$ cat src/hdl/panel_cfg_pkg.sv
//////////////////////////////////////////////////////////////////////
// panel configuration: matrix geometry, framebuffer address and
// write types, brightness mask
//////////////////////////////////////////////////////////////////////
package panel_cfg_pkg;

    localparam int PANEL_ROWS = 8;
    localparam int PANEL_COLS = 16;
    // red, green, blue
    localparam int PIXEL_BYTES = 3;
    localparam int BRIGHTNESS_LEVELS = 8;

    typedef logic [$clog2(PANEL_ROWS)-1:0] row_addr_t;
    typedef logic [$clog2(PANEL_COLS)-1:0] col_addr_t;
    typedef logic [$clog2(PIXEL_BYTES)-1:0] pixel_addr_t;

    typedef struct packed {
        row_addr_t row;
        col_addr_t col;
        pixel_addr_t pixel;
    } fb_addr_t;

    typedef struct packed {
        logic valid;
        fb_addr_t addr;
        logic [7:0] data;
    } fb_write_t;

    typedef logic [BRIGHTNESS_LEVELS-1:0] brightness_t;

endpackage

$ cat src/hdl/panel_cmd_pkg.sv
//////////////////////////////////////////////////////////////////////
// command stream definitions: opcodes, controller states, input byte
//////////////////////////////////////////////////////////////////////
package panel_cmd_pkg;

    typedef enum logic [7:0] {
        RED_ENABLE        = 8'h10,
        RED_DISABLE       = 8'h11,
        GREEN_ENABLE      = 8'h12,
        GREEN_DISABLE     = 8'h13,
        BLUE_ENABLE       = 8'h14,
        BLUE_DISABLE      = 8'h15,
        // ONE..EIGHT toggle a single mask bit, msb first
        BRIGHTNESS_ZERO   = 8'h20,
        BRIGHTNESS_ONE    = 8'h21,
        BRIGHTNESS_TWO    = 8'h22,
        BRIGHTNESS_THREE  = 8'h23,
        BRIGHTNESS_FOUR   = 8'h24,
        BRIGHTNESS_FIVE   = 8'h25,
        BRIGHTNESS_SIX    = 8'h26,
        BRIGHTNESS_SEVEN  = 8'h27,
        BRIGHTNESS_EIGHT  = 8'h28,
        BRIGHTNESS_NINE   = 8'h29,
        READ_BRIGHTNESS   = 8'h30,
        BLANK_PANEL       = 8'h40,
        FILL_PANEL        = 8'h41,
        WRITE_PIXEL       = 8'h50
    } cmd_opcode_t;

    typedef enum logic [2:0] {
        STATE_IDLE,
        STATE_READ_BRIGHTNESS,
        STATE_BLANK_PANEL,
        STATE_FILL_PANEL,
        STATE_WRITE_PIXEL
    } ctrl_state_t;

    // take is high in the cycle the byte is transferred
    typedef struct packed {
        logic take;
        logic [7:0] data;
    } rx_byte_t;

endpackage

$ cat src/hdl/cmd_decoder.sv
//////////////////////////////////////////////////////////////////////
// command decoder: opcode FSM, colour enables, brightness mask and
// selection of the active framebuffer engine
//////////////////////////////////////////////////////////////////////
module cmd_decoder (
    input  logic                      clk_in,
    input  logic                      reset,
    input  logic                      rx_valid,
    input  logic [7:0]                rx_data,
    input  logic                      pix_want_byte,
    input  logic                      pix_done,
    input  panel_cfg_pkg::fb_write_t  pix_wr,
    input  logic                      sweep_want_byte,
    input  logic                      sweep_done,
    input  panel_cfg_pkg::fb_write_t  sweep_wr,
    output logic                      rx_ready,
    output panel_cmd_pkg::rx_byte_t   rx_byte,
    output logic                      pix_start,
    output logic                      sweep_start,
    output logic                      sweep_blank,
    output panel_cfg_pkg::fb_write_t  fb_wr,
    output logic [2:0]                rgb_enable,
    output panel_cfg_pkg::brightness_t brightness,
    output logic                      busy
);
    import panel_cfg_pkg::*;
    import panel_cmd_pkg::*;

    ctrl_state_t state;
    cmd_opcode_t opcode;
    logic xfer;
    logic opcode_xfer;
    logic engine_active;
    brightness_t toggle_mask;

    assign opcode = cmd_opcode_t'(rx_data);
    assign xfer = rx_valid && rx_ready;
    assign opcode_xfer = xfer && (state == STATE_IDLE);

    // mask bit for BRIGHTNESS_ONE..EIGHT, level taken from the low nibble
    assign toggle_mask = brightness_t'(1) << (BRIGHTNESS_LEVELS - int'(rx_data[3:0]));

    assign engine_active = (state == STATE_WRITE_PIXEL) || (state == STATE_BLANK_PANEL)
                        || (state == STATE_FILL_PANEL);
    assign rx_byte.take = xfer && engine_active;
    assign rx_byte.data = rx_data;

    assign pix_start = opcode_xfer && (opcode == WRITE_PIXEL);
    assign sweep_start = opcode_xfer && ((opcode == BLANK_PANEL) || (opcode == FILL_PANEL));
    assign sweep_blank = (opcode == BLANK_PANEL);

    assign busy = (state != STATE_IDLE);

    // handshake and write go to whichever engine owns the state
    always_comb begin
        case (state)
            STATE_WRITE_PIXEL: begin
                rx_ready = pix_want_byte;
                fb_wr = pix_wr;
            end
            STATE_BLANK_PANEL, STATE_FILL_PANEL: begin
                rx_ready = sweep_want_byte;
                fb_wr = sweep_wr;
            end
            default: begin
                rx_ready = 1'b1;
                fb_wr = '0;
            end
        endcase
    end

    always_ff @(posedge clk_in) begin
        if (reset) begin
            state <= STATE_IDLE;
            rgb_enable <= 3'b111;
            brightness <= '1;
        end else begin
            case (state)
                STATE_IDLE: begin
                    if (xfer) begin
                        case (opcode)
                            RED_ENABLE:      rgb_enable[0] <= 1'b1;
                            RED_DISABLE:     rgb_enable[0] <= 1'b0;
                            GREEN_ENABLE:    rgb_enable[1] <= 1'b1;
                            GREEN_DISABLE:   rgb_enable[1] <= 1'b0;
                            BLUE_ENABLE:     rgb_enable[2] <= 1'b1;
                            BLUE_DISABLE:    rgb_enable[2] <= 1'b0;
                            BRIGHTNESS_ZERO: brightness <= '0;
                            BRIGHTNESS_NINE: brightness <= '1;
                            BRIGHTNESS_ONE, BRIGHTNESS_TWO, BRIGHTNESS_THREE,
                            BRIGHTNESS_FOUR, BRIGHTNESS_FIVE, BRIGHTNESS_SIX,
                            BRIGHTNESS_SEVEN, BRIGHTNESS_EIGHT: begin
                                brightness <= brightness ^ toggle_mask;
                            end
                            READ_BRIGHTNESS: state <= STATE_READ_BRIGHTNESS;
                            BLANK_PANEL:     state <= STATE_BLANK_PANEL;
                            FILL_PANEL:      state <= STATE_FILL_PANEL;
                            WRITE_PIXEL:     state <= STATE_WRITE_PIXEL;
                            // unknown opcodes are dropped
                            default: begin
                            end
                        endcase
                    end
                end
                STATE_READ_BRIGHTNESS: begin
                    if (xfer) begin
                        brightness <= rx_data;
                        state <= STATE_IDLE;
                    end
                end
                STATE_WRITE_PIXEL: begin
                    if (pix_done) begin
                        state <= STATE_IDLE;
                    end
                end
                STATE_BLANK_PANEL, STATE_FILL_PANEL: begin
                    if (sweep_done) begin
                        state <= STATE_IDLE;
                    end
                end
                default: state <= STATE_IDLE;
            endcase
        end
    end

endmodule

$ cat src/hdl/pixel_writer.sv
//////////////////////////////////////////////////////////////////////
// pixel writer: takes row, column and three colour bytes and writes
// one framebuffer byte per colour
//////////////////////////////////////////////////////////////////////
module pixel_writer (
    input  logic                     clk_in,
    input  logic                     reset,
    input  logic                     start,
    input  panel_cmd_pkg::rx_byte_t  rx_byte,
    output logic                     want_byte,
    output logic                     done,
    output panel_cfg_pkg::fb_write_t wr
);
    import panel_cfg_pkg::*;

    typedef enum logic [1:0] {
        PIX_IDLE,
        PIX_ROW,
        PIX_COL,
        PIX_COLOUR
    } pix_state_t;

    pix_state_t state;
    row_addr_t row;
    col_addr_t col;
    pixel_addr_t pixel;
    logic colour_take;
    logic last_byte;

    assign want_byte = (state != PIX_IDLE);
    assign colour_take = rx_byte.take && (state == PIX_COLOUR);
    assign last_byte = colour_take && (pixel == pixel_addr_t'(PIXEL_BYTES - 1));

    always_ff @(posedge clk_in) begin
        if (reset) begin
            state <= PIX_IDLE;
            pixel <= '0;
        end else begin
            case (state)
                PIX_IDLE: begin
                    if (start) begin
                        state <= PIX_ROW;
                        pixel <= '0;
                    end
                end
                PIX_ROW: if (rx_byte.take) state <= PIX_COL;
                PIX_COL: if (rx_byte.take) state <= PIX_COLOUR;
                PIX_COLOUR: begin
                    if (colour_take) begin
                        pixel <= pixel + pixel_addr_t'(1);
                    end
                    if (last_byte) begin
                        state <= PIX_IDLE;
                    end
                end
                default: state <= PIX_IDLE;
            endcase
        end
    end

    // row and column wrap to the panel size
    always_ff @(posedge clk_in) begin
        if (rx_byte.take && (state == PIX_ROW)) begin
            row <= row_addr_t'(rx_byte.data);
        end
        if (rx_byte.take && (state == PIX_COL)) begin
            col <= col_addr_t'(rx_byte.data);
        end
    end

    // one registered write per colour byte
    always_ff @(posedge clk_in) begin
        if (reset) begin
            wr.valid <= 1'b0;
            done <= 1'b0;
        end else begin
            wr.valid <= colour_take;
            done <= last_byte;
        end
        if (colour_take) begin
            wr.addr <= '{row: row, col: col, pixel: pixel};
            wr.data <= rx_byte.data;
        end
    end

endmodule

$ cat src/hdl/panel_sweep.sv
//////////////////////////////////////////////////////////////////////
// panel sweep: writes one colour, or zero for blank, to every
// framebuffer byte in row-major order
//////////////////////////////////////////////////////////////////////
module panel_sweep (
    input  logic                     clk_in,
    input  logic                     reset,
    input  logic                     start,
    input  logic                     blank,
    input  panel_cmd_pkg::rx_byte_t  rx_byte,
    output logic                     want_byte,
    output logic                     done,
    output panel_cfg_pkg::fb_write_t wr
);
    import panel_cfg_pkg::*;

    typedef enum logic [1:0] {
        SWEEP_IDLE,
        SWEEP_COLLECT,
        SWEEP_RUN
    } sweep_state_t;

    sweep_state_t state;
    row_addr_t row;
    col_addr_t col;
    pixel_addr_t pixel;
    logic [PIXEL_BYTES-1:0][7:0] colour;
    logic last_pixel;
    logic last_col;
    logic last_addr;

    assign want_byte = (state == SWEEP_COLLECT);
    assign last_pixel = (pixel == pixel_addr_t'(PIXEL_BYTES - 1));
    assign last_col = (col == col_addr_t'(PANEL_COLS - 1));
    assign last_addr = last_pixel && last_col && (row == row_addr_t'(PANEL_ROWS - 1));
    assign done = (state == SWEEP_RUN) && last_addr;

    always_comb begin
        wr.valid = (state == SWEEP_RUN);
        wr.addr = '{row: row, col: col, pixel: pixel};
        wr.data = colour[pixel];
    end

    // pixel doubles as colour byte index while collecting
    always_ff @(posedge clk_in) begin
        if (reset) begin
            state <= SWEEP_IDLE;
            row <= '0;
            col <= '0;
            pixel <= '0;
        end else begin
            case (state)
                SWEEP_IDLE: begin
                    if (start) begin
                        row <= '0;
                        col <= '0;
                        pixel <= '0;
                        state <= blank ? SWEEP_RUN : SWEEP_COLLECT;
                    end
                end
                SWEEP_COLLECT: begin
                    if (rx_byte.take) begin
                        pixel <= last_pixel ? '0 : pixel + pixel_addr_t'(1);
                        if (last_pixel) begin
                            state <= SWEEP_RUN;
                        end
                    end
                end
                SWEEP_RUN: begin
                    if (last_pixel) begin
                        pixel <= '0;
                        col <= last_col ? '0 : col + col_addr_t'(1);
                        if (last_col) begin
                            row <= row + row_addr_t'(1);
                        end
                    end else begin
                        pixel <= pixel + pixel_addr_t'(1);
                    end
                    if (last_addr) begin
                        state <= SWEEP_IDLE;
                    end
                end
                default: state <= SWEEP_IDLE;
            endcase
        end
    end

    always_ff @(posedge clk_in) begin
        if (start && blank && (state == SWEEP_IDLE)) begin
            colour <= '0;
        end else if (rx_byte.take && (state == SWEEP_COLLECT)) begin
            colour[pixel] <= rx_byte.data;
        end
    end

endmodule

$ cat src/hdl/panel_controller.sv
//////////////////////////////////////////////////////////////////////
// panel controller top: byte stream in, framebuffer writes and
// display settings out
//////////////////////////////////////////////////////////////////////
module panel_controller (
    input  logic                       clk_in,
    input  logic                       reset,
    input  logic                       rx_valid,
    input  logic [7:0]                 rx_data,
    output logic                       rx_ready,
    output panel_cfg_pkg::fb_write_t   fb_wr,
    output logic [2:0]                 rgb_enable,
    output panel_cfg_pkg::brightness_t brightness,
    output logic                       busy
);
    import panel_cfg_pkg::*;
    import panel_cmd_pkg::*;

    rx_byte_t rx_byte;
    logic pix_start;
    logic pix_want_byte;
    logic pix_done;
    fb_write_t pix_wr;
    logic sweep_start;
    logic sweep_blank;
    logic sweep_want_byte;
    logic sweep_done;
    fb_write_t sweep_wr;

    cmd_decoder decoder_i (
        .clk_in          (clk_in),
        .reset           (reset),
        .rx_valid        (rx_valid),
        .rx_data         (rx_data),
        .pix_want_byte   (pix_want_byte),
        .pix_done        (pix_done),
        .pix_wr          (pix_wr),
        .sweep_want_byte (sweep_want_byte),
        .sweep_done      (sweep_done),
        .sweep_wr        (sweep_wr),
        .rx_ready        (rx_ready),
        .rx_byte         (rx_byte),
        .pix_start       (pix_start),
        .sweep_start     (sweep_start),
        .sweep_blank     (sweep_blank),
        .fb_wr           (fb_wr),
        .rgb_enable      (rgb_enable),
        .brightness      (brightness),
        .busy            (busy)
    );

    pixel_writer pixel_writer_i (
        .clk_in    (clk_in),
        .reset     (reset),
        .start     (pix_start),
        .rx_byte   (rx_byte),
        .want_byte (pix_want_byte),
        .done      (pix_done),
        .wr        (pix_wr)
    );

    panel_sweep panel_sweep_i (
        .clk_in    (clk_in),
        .reset     (reset),
        .start     (sweep_start),
        .blank     (sweep_blank),
        .rx_byte   (rx_byte),
        .want_byte (sweep_want_byte),
        .done      (sweep_done),
        .wr        (sweep_wr)
    );

endmodule

$ cat config.mk
export PLATFORM = sky130hd
export DESIGN_NAME = panel_controller
export DESIGN_NICKNAME = d
export VERILOG_FILES = /design/src/hdl/panel_cfg_pkg.sv /design/src/hdl/panel_cmd_pkg.sv /design/src/hdl/cmd_decoder.sv /design/src/hdl/pixel_writer.sv /design/src/hdl/panel_sweep.sv /design/src/hdl/panel_controller.sv
export SDC_FILE = /design/constraint.sdc
export NUM_CORES = 1
export LEC_CHECK = 0
export BUFFER_PORTS_ARGS = -buffer_cell sky130_fd_sc_hd__buf_2
export CORE_MARGIN = 4
export CORE_UTILIZATION = 55
export DETAILED_ROUTE_END_ITERATION = 7
export GPL_TIMING_DRIVEN = 0
export PLACE_DENSITY_LB_ADDON = 0.2
export SLEW_MARGIN = 20
export SYNTH_ARGS = -nofsm -noshare
export SYNTH_HDL_FRONTEND = slang
export SYNTH_SLANG_ARGS = --single-unit
$ cat constraint.sdc
create_clock -name clk_in -period 4.8 [get_ports clk_in]
set_clock_uncertainty 0.2 [all_clocks]
set_input_delay 0.24 -clock clk_in [delete_from_list [all_inputs] [get_ports clk_in]]
set_output_delay 0.24 -clock clk_in [all_outputs]
set_load 0.03 [all_outputs]
==> metrics.cfg, run 1 <==
[run_status]
run_status=complete, no violations

[grt]
grt_pass1_wl_mm=17.39
grt_pass1_vias=3339
grt_start_max_net_pins=18
grt_usage_pct=23.35
overflow=0
antenna_found_initial=0

[pwr]
power.density_mw_per_mm2=312.9
vdd_ir_drop_max_v=0.0001405
power_leakage_nw=2.076

[floorplanning]
rows=32
die_area_mm2=0.009364
io_pins=42
fp.dieW_um=96.77
die_y_um=96.77
start_util_pct=56.38
core_area_mm2=0.007687

[sta]
finalSetupViolations=0
finalMaxSlewViolations=0
tightestPinTransition_ns=0.7431
slew_headroom_pct=50.41
post-route-period-util_pct=61.30
holdWs_ns=0.04371
hold_viol=0
rsz0062_at_grt=no
setup_tns_ns=0
fmax_mhz=339.9
fin_crit_ns=2.942

[worst_setup_path]
cp_max_fo=10
timing.rr.end=pixel_writer_i.wr[7]
endpoint_kind=output pin
crit_start=decoder_i.state[2]
ff2ff_path_depth=7
max_stage_delay_ns=0.46
cp_cell_sequence=buf_4 > nor3b_1 > clkbuf_1 > clkbuf_1 > a22o_1 > buf_2
critical_path_buf_inv_count=4
required_ns=4.36
cp_slowest_cell=clkbuf_1
crit_path_start_kind=flip-flop
crit_family=buffers and inverters
worst_path_most_repeated_cell=clkbuf_1
cp_data_arrival_time_ns=2.50
r2r_start=panel_sweep_i.state[1]
r2r_setup_slack_ns=1.94
critical_path_class=reg2out

[synthesis]
syn_area_per_cell_um2=9.895
syn_area_mm2=0.004334
yosysSeqAreaShare_pct=42.03
ys.flop_type=dfxtp_1
synth.distinct_cells=71
ys_seq_elements=79
async_flop_share_pct=0
synth_edf_count=24
ys_warn_count=0
synth_nets=465
syn_inst=438

[clocking]
cts_resized=0
cts_buffers=9
htree_levels=3
cts_setup_buffers=0
cts.sinks=79
cts-root-buf=clkbuf_8
clk_latency_ns=0.36
ctsLongestPathBuffers=2
cts_hold_buf=6
cts_tree=yes
path_clk_slew_ns=0.09

[finish]
final_nets=522
multi_input_area_mm2=0.002296
seqCellArea_mm2=0.001822
diodes=0
final_common_cell=dfxtp_1
drive_above_1_share_pct=19.80
final_area_mm2=0.004950
final_cell_mix=dfxtp_1, buf_2, nor2_1
area_delta_synth_final_pct=14.20
fin_util_pct=64.39
fillers=640

[min_path]
worstHoldStart=rx_data[1]
holdPathStages=1
min_to=pixel_writer_i.col[1]
hold_class=in2reg

[placed_design]
dpl.hpwl_mm=7.421
gp_congestion=0.8740
io_buffers=40
place_area_mm2=0.004662

[detailed_routing]
drtIter0Drc=246
route.final.wire_length_mm=10.84
firstDrtPassIters=5
route.vias.total=3562
drc=0
antenna_left=0
wl_per_cell_um=18.01
viasPerCell=5.917

[flow_run]
maxCapViolations=0

-- cell usage after synthesis (8+ instances only) --
cell type / number / area [um2]
dfxtp_1: 55 / 1101
nor2_1: 49 / 183.9
mux2i_1: 36 / 360.4
edfxtp_1: 24 / 720.7
nand2_1: 24 / 90.09
a22o_1: 16 / 140.1
clkbuf_1: 16 / 60.06
ha_1: 16 / 200.2
inv_1: 14 / 52.55
a21oi_1: 13 / 65.06
nand2b_1: 12 / 75.07
nor3_1: 11 / 55.05
buf_2: 9 / 45.04
nand3_1: 8 / 40.04
o22ai_1: 8 / 50.05
-- metrics by stage --
stage,setup WS [ns],instances,power (mW)
after global placement,1.905,580,0.9798
after detailed placement,1.911,580,0.9852
after CTS,1.902,602,1.548
after global routing,1.749,602,1.616
after floorplan,2.438,438,0.9234
final,1.858,602,1.549
-- power by group --
group	switching, mW	internal (mW)	leakage, nW
combinational	0.170	0.106	1.31
clock	0.262	0.304	0.115
sequential	0.0108	0.696	0.655
total	0.443	1.11	2.08
-- routing by layer --
metal  wire (um)  global-route usage, %
met5           0                      0
met4         332                  10.80
met3         637                  4.542
met2        4832                  35.77
met1        5042                  31.88
-- worst reg2reg max path, cell delays in order (launching register included) --
cell and delay (ns):
dfxtp_1 0.35, inv_1 0.08, ha_1 0.13, clkbuf_1 0.33
and3b_1 0.30, o21a_1 0.34, nand2_1 0.17, inv_1 0.58
-- final cells by class --
cell class	count	area share (%)
Inverter	14	1.062
Multi-Input combinational cell	311	46.39
Clock buffer	13	3.640
Clock inverter	3	0.9606
Timing Repair Buffer	46	5.258
Buffer	34	3.311
Tap cell	102	2.578
Sequential cell	79	36.80
-- logic make-up after synthesis --
family,after synthesis,share of synthesized area (%)
DFF,79,42.03
xor gates and xnor gates,7,1.415
buffers and inverters,48,4.994
adders and majority gates,16,4.619
muxes,38,8.834
AOI/OAI and AO/OA,102,18.36
and+or+nand+nor,148,19.75
-- worst max path at each step --
stage	to	slack, ns	depth (start not counted)
after global placement	decoder_i.brightness[2]	1.90	10
after detailed placement	decoder_i.brightness[2]	1.91	10
final	fb_wr[9]	1.86	6
after CTS	fb_wr[9]	1.90	6
after floorplan	decoder_i.brightness[4]	2.44	8
after global routing	rx_ready	1.75	6
-- flip-flops by register name, summed over array words and instances, names as in the netlist --
signal                flops
panel_sweep_i.row         3
decoder_i.state           3
pixel_writer_i.row        3
pixel_writer_i.wr        18
pixel_writer_i.col        4
pixel_writer_i.state      2
panel_sweep_i.colour     24
decoder_i.brightness      8
pixel_writer_i.done       1
panel_sweep_i.state       2
panel_sweep_i.pixel       2
decoder_i.rgb_enable      3
panel_sweep_i.col         4
pixel_writer_i.pixel      2
(Power assumes the default switching activity.)
==> run 2: changes to the inputs <==
clock period = 3 ns   (was 4.8 ns; I/O delays follow)
==> run 2 against run 1 <==
Effect of this change:
- first-iteration DRC count decreased by 3.3%
- count of clock-buffer cells in the layout unchanged
- final area is 0.66% higher
- clock power grew 60%
- worst hold slack improved by 0.12 ns
==> metrics.cfg, run 2 (synthesis gave the netlist of run 1 again) <==
[run_status]
run_status=complete, no violations

[grt]
grt_pass1_vias=3368
grt_usage_pct=23.45
overflow=0
antenna_found_initial=0
grt_pass1_wl_mm=17.51
grt_start_max_net_pins=18

[finish]
diodes=0
largest-register=panel_sweep_i.colour
final_area_mm2=0.004982
area_delta_synth_final_pct=14.95
drive_above_1_share_pct=20.32
largest_reg_flops=24
final_cell_mix=dfxtp_1, buf_2, nor2_1
multi_input_area_mm2=0.002301
fillers=637
final_nets=524
top_regs=panel_sweep_i.colour: 24 flops, pixel_writer_i.wr: 18 flops, decoder_i.brightness: 8 flops
fin_util_pct=64.81
final_common_cell=dfxtp_1
seqCellArea_mm2=0.001822

[sta]
setup_tns_ns=0
fmax_mhz=349.4
finalSetupViolations=0
worst_slack_ns=0.1379
rsz0062_at_grt=no
fin_crit_ns=2.862
post-route-period-util_pct=95.40
finalMaxSlewViolations=0
hold_viol=0
tightestPinTransition_ns=0.7118
slew_headroom_pct=52.55

[clocking]
cts-root-buf=clkbuf_8
cts_tree=yes
path_clk_slew_ns=0.09
cts_buffers=9
ctsLongestPathBuffers=2
cts_setup_buffers=0
cts.sinks=79
clk_latency_ns=0.36
htree_levels=3

[worst_setup_path]
cp_max_fo=8
crit_family=buffers and inverters
crit_path_start_kind=input pin
required_ns=3.08
worst_path_most_repeated_cell=buf_2
critical_path_class=in2reg
cp_data_arrival_time_ns=2.94
critical_path_buf_inv_count=4
endpoint_kind=flip-flop
cp_slowest_cell=dlygate4sd3_1
max_stage_delay_ns=0.53
cp_cell_sequence=dlygate4sd3_1 > buf_2 > buf_2 > inv_1 > ha_1 > or2_2 > a41o_1 > and3_1 > or3b_2 > o31ai_2

[floorplanning]
die_y_um=96.77
core_area_mm2=0.007687
fp.dieW_um=96.77
die_area_mm2=0.009364
io_pins=42
start_util_pct=56.38
rows=32

[detailed_routing]
firstDrtPassIters=5
antenna_left=0
drtIter0Drc=238
viasPerCell=6.055
route.final.wire_length_mm=10.93
wl_per_cell_um=18.10
route.vias.total=3657
drc=0

[placed_design]
place_area_mm2=0.004662
io_buffers=40
dpl.hpwl_mm=7.421
gp_congestion=0.8740
dpl_worst_slack_ns=0.1993

[min_path]
hold_class=in2reg

[pwr]
vdd_ir_drop_max_v=0.0002257
power.density_mw_per_mm2=498.2
power_leakage_nw=2.079

[flow_run]
maxCapViolations=0

## run 2: cell types whose count changed in the layout (fill, tap and decap cells not counted), sizes merged
| cell | change |
|---|---|
| inv | -1 |
| dlygate4sd3 | +2 |
| clkinvlp | +1 |
## run 2: where the power goes
part	switching, mW	internal, mW
clock network	0.417	0.486
logic	0.275	0.172
registers	0.0174	1.11
total	0.710	1.77
## run 2: routing by layer
layer / global-route usage (%) / share of wire [%] / vias to the layer above
met5: 0 / 0 / -
met4: 10.15 / 2.8 / 0
met3: 4.542 / 6.1 / 25
met2: 36.25 / 45 / 151
met1: 32.06 / 46 / 1752
li1: - / - / 1729
## run 2: stage by stage
| stage | hold WS (ns) | total power, mW | std cells |
|---|---|---|---|
| 2_1_floorplan | 0.04887 | 1.477 | 438 |
| 3_3_place_gp | 0.1417 | 1.568 | 580 |
| 3_5_place_dp | 0.1438 | 1.576 | 580 |
| 4_1_cts | 0.1413 | 2.479 | 604 |
| 5_1_grt | 0.1695 | 2.589 | 604 |
| 6_report | 0.1596 | 2.482 | 604 |
## run 2: final timing paths
kind | end | from | slack, ns | depth (start not counted)
max | panel_sweep_i.row[0] | rx_data[1] | 0.14 | 10
min | decoder_i.state[2] | rx_valid | 0.16 | 4
max reg2reg | pixel_writer_i.wr[7] | panel_sweep_i.state[1] | 0.33 | 7
min reg2reg | pixel_writer_i.wr[12] | pixel_writer_i.col[2] | 0.23 | 0
## run 2: layout make-up
cell class,count,area share [%]
Buffer,34,3.365
Multi-Input combinational cell,311,46.18
Clock buffer,13,3.616
Sequential cell,79,36.56
Clock inverter,3,0.9543
Tap cell,102,2.562
Timing Repair Buffer,48,5.625
Inverter,14,1.130
## run 2: repair_timing
action | CTS | global route
resized for setup | 0 | 6
hold endpoints to repair | 15 | 0
hold buffers | 8 | 0
setup endpoints to repair | 0 | 49
## run 2: worst reg2reg max path, delay by kind of cell (launching register included)
kind | cells | cell delay [ns]
simple gates | 2 | 0.51
buf+inv | 3 | 0.70
fa+ha+maj | 1 | 0.17
flops | 1 | 0.38
compound gates | 1 | 0.31
==> run 3: changes to the inputs <==
CTS_BUF_LIST = sky130_fd_sc_hd__clkbuf_4   (was unset)
==> run 3 against run 2 <==
Effect of this change:
- largest cell class unchanged
- sequential share of layout area grew 0.54 points
- highest routed layer unchanged
- first-iteration DRC count grew 7.6%
- sequential power is essentially flat
- critical path depth grew 1
- critical path type unchanged
- global-route usage shrank 0.050 points
- die area is the same
- critical endpoint is now decoder_i.brightness[2]
==> metrics.cfg, run 3 (synthesis gave the netlist of run 1 again) <==
[clocking]
cts_buffers=9
ctsLongestPathBuffers=2
cts-root-buf=clkbuf_4
path_clk_slew_ns=0.13
clk_latency_ns=0.44
cts_tree=yes
cts.sinks=79
htree_levels=3
cts_setup_buffers=0

[floorplanning]
die_y_um=96.77
die_area_mm2=0.009364
rows=32
start_util_pct=56.38
io_pins=42
fp.dieW_um=96.77
core_area_mm2=0.007687

[worst_setup_path]
cp_cell_sequence=dlygate4sd3_1 > buf_2 > buf_2 > inv_1 > ha_1 > nor3_1 > a22oi_1 > o311a_2 > buf_6 > o31a_1 > o32a_2
required_ns=3.14
cp_slowest_cell=dlygate4sd3_1
endpoint_kind=flip-flop
worst_path_most_repeated_cell=buf_2
cp_data_arrival_time_ns=2.98
critical_path_class=in2reg
max_stage_delay_ns=0.53
cp_max_fo=10
crit_path_start_kind=input pin

[finish]
fin_util_pct=63.87
final_nets=524
top_regs=panel_sweep_i.colour: 24 flops, pixel_writer_i.wr: 18 flops, decoder_i.brightness: 8 flops
area_delta_synth_final_pct=13.28
fillers=647
drive_above_1_share_pct=20.52
final_cell_mix=dfxtp_1, buf_2, nor2_1
multi_input_area_mm2=0.002296
final_common_cell=dfxtp_1
seqCellArea_mm2=0.001822
diodes=0
largest-register=panel_sweep_i.colour
largest_reg_flops=24

[grt]
antenna_found_initial=0
grt_pass1_wl_mm=17.44
grt_start_max_net_pins=18
grt_usage_pct=23.40
grt_pass1_vias=3382
overflow=0

[sta]
fin_crit_ns=2.839
rsz0062_at_grt=no
hold_viol=0
finalSetupViolations=0
setup_tns_ns=0
finalMaxSlewViolations=0
post-route-period-util_pct=94.63
tightestPinTransition_ns=0.6014
holdWs_ns=0.06863
fmax_mhz=352.2
slew_headroom_pct=59.54

[pwr]
power_leakage_nw=2.058
vdd_ir_drop_max_v=0.0002058
power.density_mw_per_mm2=472.4
power_mw=2.319

[detailed_routing]
viasPerCell=5.945
route.vias.total=3591
drc=0
antenna_left=0
wl_per_cell_um=17.92
firstDrtPassIters=4
drtIter0Drc=256
route.final.wire_length_mm=10.82

[placed_design]
io_buffers=40
dpl.hpwl_mm=7.421
gp_congestion=0.8740

[min_path]
hold_class=in2reg

[run_status]
run_status=complete, no violations

[flow_run]
maxCapViolations=0

[run 3: changes by cell type in the layout (fill, tap and decap cells not counted), sizes merged]
| cell | change |
|---|---|
| clkbuf | -2 |
| clkinv | +1 |
| buf | -1 |
| inv | +1 |
| bufinv | +1 |
[run 3: report_power, final]
part,switching [mW],internal [mW]
Combinational,0.273,0.171
Sequential,0.0170,1.11
Clock,0.396,0.348
Total,0.686,1.63
[run 3: per-layer routing]
layer	global-route usage, %	routed length (um)	vias up
met1	32.11	4923	1716
li1	-	-	1726
met2	36.04	4906	122
met3	4.398	713	27
met4	10.37	281	0
met5	0	0	-
[run 3: layout make-up]
class | instances | share of cell area, %
clock buffer | 10 | 1.529
buffer | 34 | 3.415
tap | 102 | 2.599
sequential | 79 | 37.11
timing repair buffer | 48 | 5.708
clock inverter | 6 | 1.733
multi-input combinational | 311 | 46.76
inverter | 14 | 1.147
[run 3: stage by stage]
step	worst slack (ns)	std cells	instance area, um2
floorplan	0.6576	438	4334
global placement	0.1945	580	4662
detailed placement	0.1993	580	4662
CTS	0.09413	604	4902
global route	0.02367	604	4910
finish	0.1610	604	4910
[run 3: critical path: cells and delay by family]
family / cells / cell delay, ns
buffers and inverters: 5 / 1.26
AOI/OAI and AO/OA: 4 / 0.98
and+or+nand+nor: 1 / 0.30
adders and majority gates: 1 / 0.28
[run 3: final timing paths]
check	startpoint	end	depth (start not counted)	slack (ns)
min reg2reg	pixel_writer_i.col[2]	pixel_writer_i.wr[12]	0	0.24
min	rx_valid	decoder_i.state[2]	4	0.07
max reg2reg	panel_sweep_i.state[1]	pixel_writer_i.wr[7]	7	0.34
max	rx_data[1]	decoder_i.brightness[2]	11	0.16
[run 3: what timing repair did]
item | CTS | global route
hold buffers | 8 | 0
endpoints found under the setup margin | 0 | 25
hold endpoints to repair | 17 | 0
resized for setup | 0 | 6
